--- src/design/can_filter_pkg.sv ---
// CAN acceptance filter
// shared widths and pipeline types
package can_filter_pkg;

  // filter bank size
  localparam int num_filters  = 8;
  localparam int filter_idx_w = 3;

  // identifier widths, standard and extended
  localparam int std_id_w = 11;
  localparam int ext_id_w = 29;

  // identifier normalized to the extended width
  typedef logic [ext_id_w-1:0] can_id_t;

  typedef logic [filter_idx_w-1:0] filter_idx_t;

  // one bit per filter, bit 0 is filter 0
  typedef logic [num_filters-1:0] hit_vec_t;

  // one filter entry as written by software
  typedef struct packed {
    logic    enable;
    logic    ext;
    can_id_t mask;
    can_id_t value;
  } filter_entry_t;

  // output of the decode stage
  typedef struct packed {
    can_id_t id;
    logic    ext;
  } decoded_id_t;

  // final verdict for one frame
  typedef struct packed {
    logic        accepted;
    filter_idx_t hit_index;
  } match_result_t;

endpackage

--- src/design/filter_bank.sv ---
// Acceptance filter register bank
`timescale 1ns/10ps

module filter_bank (
  input  logic                                                     clk,
  input  logic                                                     rst_n,
  input  logic                                                     cfg_wr,
  input  can_filter_pkg::filter_idx_t                              cfg_index,
  input  can_filter_pkg::filter_entry_t                            cfg_entry,
  output can_filter_pkg::filter_entry_t [can_filter_pkg::num_filters-1:0] filter_table
);

  import can_filter_pkg::*;

  // entry after format cleanup
  filter_entry_t wr_entry;

  // a standard filter keeps only the low 11 bits of mask and value,
  // so it never tests bits a standard ID does not carry
  always_comb begin
    wr_entry = cfg_entry;
    if (!cfg_entry.ext) begin
      wr_entry.mask[ext_id_w-1:std_id_w]  = '0;
      wr_entry.value[ext_id_w-1:std_id_w] = '0;
    end
  end

  // all entries cleared on reset, so every filter starts disabled
  always_ff @(posedge clk or negedge rst_n) begin
    if (!rst_n) begin
      filter_table <= '0;
    end else if (cfg_wr) begin
      filter_table[cfg_index] <= wr_entry;
    end
  end

endmodule

--- src/design/id_decode.sv ---
// Receive ID decode stage
`timescale 1ns/10ps

module id_decode (
  input  logic                        clk,
  input  logic                        rst_n,
  input  logic                        id_valid,
  input  can_filter_pkg::can_id_t     rx_id,
  input  logic                        rx_ide,
  output logic                        dec_valid,
  output can_filter_pkg::decoded_id_t dec_id
);

  import can_filter_pkg::*;

  decoded_id_t norm_id;

  // standard frames only carry 11 bits, upper field forced to zero
  always_comb begin
    norm_id.id  = rx_id;
    norm_id.ext = rx_ide;
    if (!rx_ide) begin
      norm_id.id[ext_id_w-1:std_id_w] = '0;
    end
  end

  // strobe follows the input one edge later
  always_ff @(posedge clk or negedge rst_n) begin
    if (!rst_n) begin
      dec_valid <= 1'b0;
    end else begin
      dec_valid <= id_valid;
    end
  end

  // payload only loads with the strobe
  always_ff @(posedge clk) begin
    if (id_valid) begin
      dec_id <= norm_id;
    end
  end

endmodule

--- src/design/mask_match.sv ---
// Parallel mask and compare against all filters
`timescale 1ns/10ps

module mask_match (
  input  logic                                                     clk,
  input  logic                                                     rst_n,
  input  logic                                                     dec_valid,
  input  can_filter_pkg::decoded_id_t                              dec_id,
  input  can_filter_pkg::filter_entry_t [can_filter_pkg::num_filters-1:0] filter_table,
  output logic                                                     hit_valid,
  output can_filter_pkg::hit_vec_t                                 hits
);

  import can_filter_pkg::*;

  // per-filter partial tests
  hit_vec_t format_ok;
  hit_vec_t value_ok;
  hit_vec_t hit_next;

  // every filter evaluated in the same cycle
  always_comb begin
    for (int i = 0; i < num_filters; i++) begin
      format_ok[i] = (filter_table[i].ext == dec_id.ext);
      value_ok[i]  = ((dec_id.id & filter_table[i].mask) == filter_table[i].value);
      hit_next[i]  = filter_table[i].enable && format_ok[i] && value_ok[i];
    end
  end

  always_ff @(posedge clk or negedge rst_n) begin
    if (!rst_n) begin
      hit_valid <= 1'b0;
    end else begin
      hit_valid <= dec_valid;
    end
  end

  // hit vector captured with the table as seen in the dec_valid cycle
  always_ff @(posedge clk) begin
    if (dec_valid) begin
      hits <= hit_next;
    end
  end

endmodule

--- src/design/accept_result.sv ---
// Accept decision and hit index
`timescale 1ns/10ps

module accept_result (
  input  logic                          clk,
  input  logic                          rst_n,
  input  logic                          hit_valid,
  input  can_filter_pkg::hit_vec_t      hits,
  output logic                          result_valid,
  output can_filter_pkg::match_result_t result
);

  import can_filter_pkg::*;

  logic        any_hit;
  filter_idx_t low_index;

  assign any_hit = |hits;

  // scan down so the lowest set bit is written last
  // index stays zero when nothing matched
  always_comb begin
    low_index = '0;
    for (int i = num_filters - 1; i >= 0; i--) begin
      if (hits[i]) begin
        low_index = filter_idx_t'(i);
      end
    end
  end

  always_ff @(posedge clk or negedge rst_n) begin
    if (!rst_n) begin
      result_valid <= 1'b0;
      result       <= '0;
    end else begin
      result_valid <= hit_valid;
      if (hit_valid) begin
        result.accepted  <= any_hit;
        result.hit_index <= low_index;
      end
    end
  end

endmodule

--- src/design/can_accept_filter.sv ---
// CAN acceptance filter top
`timescale 1ns/10ps

module can_accept_filter (
  input  logic                          clk,
  input  logic                          rst_n,
  input  logic                          cfg_wr,
  input  can_filter_pkg::filter_idx_t   cfg_index,
  input  can_filter_pkg::filter_entry_t cfg_entry,
  input  logic                          id_valid,
  input  can_filter_pkg::can_id_t       rx_id,
  input  logic                          rx_ide,
  output logic                          result_valid,
  output can_filter_pkg::match_result_t result
);

  import can_filter_pkg::*;

  // filter table, internal only
  filter_entry_t [num_filters-1:0] filter_table;

  // decode to match
  logic        dec_valid;
  decoded_id_t dec_id;

  // match to result
  logic     hit_valid;
  hit_vec_t hits;

  filter_bank u_filter_bank (
    .clk          (clk),
    .rst_n        (rst_n),
    .cfg_wr       (cfg_wr),
    .cfg_index    (cfg_index),
    .cfg_entry    (cfg_entry),
    .filter_table (filter_table)
  );

  id_decode u_id_decode (
    .clk       (clk),
    .rst_n     (rst_n),
    .id_valid  (id_valid),
    .rx_id     (rx_id),
    .rx_ide    (rx_ide),
    .dec_valid (dec_valid),
    .dec_id    (dec_id)
  );

  mask_match u_mask_match (
    .clk          (clk),
    .rst_n        (rst_n),
    .dec_valid    (dec_valid),
    .dec_id       (dec_id),
    .filter_table (filter_table),
    .hit_valid    (hit_valid),
    .hits         (hits)
  );

  accept_result u_accept_result (
    .clk          (clk),
    .rst_n        (rst_n),
    .hit_valid    (hit_valid),
    .hits         (hits),
    .result_valid (result_valid),
    .result       (result)
  );

endmodule

--- config.mk ---
export PLATFORM = sky130hd
export DESIGN_NAME = can_accept_filter
export DESIGN_NICKNAME = d
export VERILOG_FILES = /design/src/design/can_filter_pkg.sv /design/src/design/filter_bank.sv /design/src/design/id_decode.sv /design/src/design/mask_match.sv /design/src/design/accept_result.sv /design/src/design/can_accept_filter.sv
export SDC_FILE = /design/constraint.sdc
export NUM_CORES = 1
export LEC_CHECK = 0
export BUFFER_PORTS_ARGS = -buffer_cell sky130_fd_sc_hd__clkbuf_2
export CAP_MARGIN = 20
export CORE_ASPECT_RATIO = 0.9
export CORE_UTILIZATION = 45
export DETAILED_ROUTE_END_ITERATION = 8
export PLACE_DENSITY = 0.72
export SLEW_MARGIN = 20
export SYNTH_ARGS = -nofsm -noshare
export SYNTH_HDL_FRONTEND = slang
export SYNTH_SLANG_ARGS = --single-unit
--- constraint.sdc ---
create_clock -name clk -period 4.32 [get_ports clk]
set_input_delay 0.216 -clock clk [delete_from_list [all_inputs] [get_ports clk]]
set_output_delay 0.216 -clock clk [all_outputs]
set_load 0.02 [all_outputs]
## After elaboration in Yosys (flattened, before gate mapping)

Cells that the tools add are included.
Widths: inputs -> output; s select.

| word-level totals | value |
|---|---|
| output and inout bits | 5 |
| flip-flop bits (word level) | 525 |
| word-level logic and storage cells | 98 |

| operators by class | value |
|---|---|
| muxes and demuxes | 13 |
| bitwise gates (word level) | 8 |
| reductions and logical operators | 18 |
| order comparisons | 2 |
| equality and inequality tests | 16 |

Operators by type and width:

| kind | count |
|---|---|
| $bwmux 480 | 1 |
| $and 29x29->29 | 8 |
| $eq 29x29->1 | 8 |
| $demux 60 s3 | 1 |
| $mux 60 | 1 |
| $mux 18 | 2 |
| $mux 3 | 8 |
| $logic_and 1x1->1 | 17 |
| $eq 1x1->1 | 8 |
| $reduce_or 8->1 | 1 |
| $lt 3x4->1 const B | 1 |
| $ge 3x1->1 const B | 1 |

## Depth between registers and ports, before layout

| depth | value |
|---|---|
| depth in word-level cells | 8 |
| gate-level depth with buffers | 6 |
| depth with buffers taken out | 5 |

## Cells and area by module

A second synthesis with hierarchy kept.

| second synthesis, totals | value |
|---|---|
| cells, all modules | 1842 |
| area total of the unflattened synthesis | 24101.9 um^2 |

By module, submodules not included:

| module | cells each | times used | area an instance (um^2) | sequential area each (um^2) |
|---|---|---|---|---|
| filter_bank | 1101 | 1 | 18144.9 | 12011.5 |
| mask_match | 664 | 1 | 4649.5 | 265.3 |
| id_decode | 50 | 1 | 1067.3 | 925.9 |
| accept_result | 27 | 1 | 240.2 | 125.1 |

## Least setup slack after synthesis

OpenSTA, ideal clock, no wires.

| timing | value |
|---|---|
| path type | register to register |
| start | register u_id_decode.dec_id[0] (netlist name) |
| end | register u_mask_match.hits[2] (data pin) |
| required time | 4.150 ns |
| arrival | 1.272 ns |
| library setup time | 0.170 ns |
| setup slack | 2.878 ns |
| stages on the path, launching flop included | 7 |
| clock period less this slack | 1.442 ns |
| path through | edfxtp_1 -> buf_6 -> xnor2_1 -> nand2_1 -> nor4_1 -> nand3_1 -> nor4_2 |

| between the ends | value |
|---|---|
| word-level cells in the longest chain between the ends | 3 |

Ends and longest elaborated chain:

| element | line | RTL |
|---|---|---|
| $eq 1x1->1 | mask_match.sv:24 | `format_ok[i] = (filter_table[i].ext == dec_id.ext);` |
| $logic_and 1x1->1 (2 in a row) | mask_match.sv:26 | `hit_next[i] = filter_table[i].enable && format_ok[i] && value_ok[i];` |
| named net u_mask_match.hit_next[2] | mask_match.sv:19 | `hit_vec_t hit_next;` |
| to (signal assigned) | mask_match.sv:41 | `hits <= hit_next;` |
| to (decl) | mask_match.sv:11 | `output can_filter_pkg::hit_vec_t hits` |

The timed path passes the listed nets, and every way through them passes these cells.
A chain may end at the register's enable or synchronous reset.

## Worst setup path after layout

| timing | value |
|---|---|
| start | register u_id_decode.dec_id[0] (netlist name) |
| end | register u_mask_match.hits[2] (data pin) |

| between the ends | value |
|---|---|
| word-level cells in the longest chain between the ends | 3 |

Ends and longest elaborated chain:

| element | line |
|---|---|
| $eq 1x1->1 | mask_match.sv:24 |
| $logic_and 1x1->1 (2 in a row) | mask_match.sv:26 |
| named net u_mask_match.hit_next[2] | mask_match.sv:19 |

The timed path passes the listed nets, and every way through them passes these cells.

==> reports/qor_table.md <==
| Result | This run |
| --- | --- |
| Final hold vios | 0 |
| Arrival @ worst endpoint | 2.75 ns |
| Fin nets | 2241 |
| Worst clock skew | 0.0178 ns |
| Peak supply drop | 0.373 mV |
| Post-route standard cell area excluding fillers | 0.0257 mm² |
| Maximum number of pins on one net before global-route repair | 114 |
| Number of placed cells counting well taps | 2720 |
| GPL Wtd Cong | 0.850 |
| Total number of vias | 15200 |
| Per-instance average area after synthesis | 11.0 µm² |
| Violation count after the first detailed-route iteration | 1245 |
| Number of global-route vias before repair | 15400 |
| Critical Path Start Type | flop |
| Largest fanout of any net on the critical path | 8 |
| Worst-margin pin slew | 1.13 ns |
| Total count of max-transition violations in the final report | 0 |
| Total track usage | 0.234 |
| Fraction of final layout cells with drive strength greater than 1 | 0.182 |
| FILL cells | 4311 |
| Clk Tree Root Cell | clkbuf_16 |
| Worst-Skew Late Latency | 0.60 ns |
| Net count after synthesis | 2148 |
| Post-synthesis instance area | 0.0226 mm² |
| Ratio of final minimum period to clock period | 0.538 |
| Die area | 0.0511 mm² |
| P per Cell Area | 515 mW/mm² |
| Total wire length | 58700 µm |
| Port Buffer Count | 101 |
| Synth warnings | 0 |
| Class of the tightest hold or removal check | input port to flop |
| Area delta synth->final | 13.9% |
| Diodes inserted | 0 |
| Maximum clock rate | 430 MHz |
| Wire length of the first global-routing pass | 91300 µm |
| Dpl ws | 1.79 ns |
| Slew headroom | 0.242 |
| Distinct cell type count of the synthesized netlist | 26 |
| Area taken by flip-flops and latches | 0.0133 mm² |
| Commonest non-fill, non-tap cell in the layout | nand2_1 |
| Per-cell via count in the routed design | 5.33 |
| Critical Path Sink Type | flop |
| Slack of the critical path | 1.99 ns |
| X dimension of the die | 238 µm |
| CTS H-tree lvls | 2 |
| Flip-flop and latch count after synthesis | 525 |
| Gate Count Post-Synth | 2051 |
| Standby leakage power | 11.1 nW |
| Multi-input logic area | 0.00867 mm² |
| ANT nets after route | 0 |
| Clock Sink Count | 525 |
| Number of standard cells in the final layout excluding fillers | 2855 |
| Most frequent cells in the layout | nand2_1, dfrtp_1, o21ai_0 |
| Crit Path Class | flop to flop |
| Initial Util | 0.458 |
| Max-cap violation count | 0 |
| Portion of the post-synthesis area used by sequential elements | 0.590 |
| Die height | 215 µm |
| Drc violations | 0 |
| GRT Residual Overflow | 0 |
| Status | complete, no violations |
| Number of setup buffers added after CTS | 0 |
| Setup_tns | 0 ns |
| Initial antenna violation count | 0 |
| Final setup violating endpoints | 0 |
| Critical path data required time | 4.74 ns |
| Top-level I/O count | 102 |
| Unrepaired setup endpoints after global routing | no |
| Minimum clock period | 2.33 ns |
| Placed cell areas | 0.0235 mm² |
| Clock tree from TritonCTS | built |
| Average detailed-routed wire length per instance | 20.6 µm |
| Clock-pin slew of the registers on the worst-case setup and hold paths | 0.06 ns |
| DP Wirelength | 39800 µm |
| DRT Pass-1 Iters | 5 |
| Num rows | 77 |
| Placeable core region | 0.0493 mm² |
| Worst-case clock buffer depth | 3 |
| Inserted Clock Buffers | 55 |
-- flip-flops by register name (all words and copies together) (netlist names) --
name	count
u_accept_result.result_valid	1
u_id_decode.dec_id	30
u_filter_bank.filter_table	480
u_id_decode.dec_valid	1
u_mask_match.hits	8
u_accept_result.result	4
u_mask_match.hit_valid	1
-- where the power goes --
group	leakage [nW]	internal (mW)	switching, mW	total [mW]
registers	6.56	5.80	0.552	6.35
logic	3.72	0.982	1.24	2.22
clock network	0.864	2.78	1.90	4.67
total	11.1	9.56	3.69	13.2
-- metal layers --
metal	vias up	global-route usage	wire length, µm
met3	82	0.0310	3180
met1	7701	0.336	26400
met4	0	0.0729	1650
met5	-	0	0
li1	7026	-	-
met2	421	0.369	27500
-- final timing paths --
kind	startpoint	slack (ns)	depth (start not counted)	end
worst max-delay path	u_id_decode.dec_id[0]$_DFFE_PP_	1.99	5	u_mask_match.hits[2]$_DFFE_PP_
worst min-delay path	cfg_entry[1]	0.01	2	u_filter_bank.filter_table[1]$_DFFE_PN0P_
worst max register to register	u_id_decode.dec_id[0]$_DFFE_PP_	1.99	5	u_mask_match.hits[2]$_DFFE_PP_
worst min register to register	u_filter_bank.filter_table[235]$_DFFE_PN0P_	0.48	2	u_filter_bank.filter_table[235]$_DFFE_PN0P_
max in group asynchronous	rst_n	2.77	3	u_filter_bank.filter_table[22]$_DFFE_PN0P_
min in group asynchronous	rst_n	0.30	2	u_filter_bank.filter_table[241]$_DFFE_PN0P_
-- worst max-delay path, stage by stage, from the launching register on --
cell	delay (ns)
edfxtp_1	0.73
xnor2_1	0.18
nand2_1	0.07
nor4_1	0.57
nand3_1	0.30
nor4_2	0.30
-- layout make-up --
class,count,area share
Clock buffer,76,0.0602
Sequential cell,525,0.518
Tap cell,671,0.0326
Multi-Input combinational cell,1405,0.337
Inverter,5,0.000729
Clock inverter,21,0.00895
Timing Repair Buffer,152,0.0426
-- kinds of logic after synthesis --
group,Yosys count,share of synthesized area
xor gates and xnor gates,240,0.0930
buffers and inverters,121,0.0305
and+or+nand+nor,677,0.125
DFF,525,0.590
AOI/OAI and AO/OA,296,0.0661
muxes,192,0.0957
-- repair_timing --
action                                 4_1_cts  5_1_grt
gates resized for setup                      0        0
hold buffers                                33        0
endpoints found under the hold margin      190        0
-- metrics by stage --
step / hold slack [ns] / total power [mW] / util
2_1_floorplan: -0.0796 / 7.71 / -
3_3_place_gp: 0.351 / 8.47 / 0.476
3_5_place_dp: 0.363 / 8.60 / 0.476
4_1_cts: 0.00477 / 13.3 / 0.519
5_1_grt: 0.0330 / 13.8 / 0.522
6_report: 0.0124 / 13.2 / 0.522
-- cell usage after synthesis --
master / number / share of area
xnor2_1: 165 / 0.064
buf_4: 9 / 0.0030
nand3_1: 9 / 0.0020
o21bai_1: 1 / 0.00033
a21oi_1: 2 / 0.00044
nor4_1: 47 / 0.013
mux2_2: 192 / 0.096
clkbuf_1: 36 / 0.0060
o21ai_0: 289 / 0.064
a41oi_1: 1 / 0.00039
and2_1: 18 / 0.0050
nand2b_1: 1 / 0.00028
o22ai_1: 2 / 0.00055
and2b_1: 1 / 0.00033
xor2_1: 75 / 0.029
o31ai_1: 1 / 0.00033
nor2_1: 5 / 0.00083
inv_1: 5 / 0.00083
edfxtp_1: 38 / 0.051
nor4_2: 2 / 0.0011
nor2b_1: 2 / 0.00055
nand4_1: 30 / 0.0083
dfrtp_1: 487 / 0.54
buf_6: 18 / 0.0090
nand2_1: 562 / 0.093
buf_2: 53 / 0.012
(Power assumes the default switching activity.)
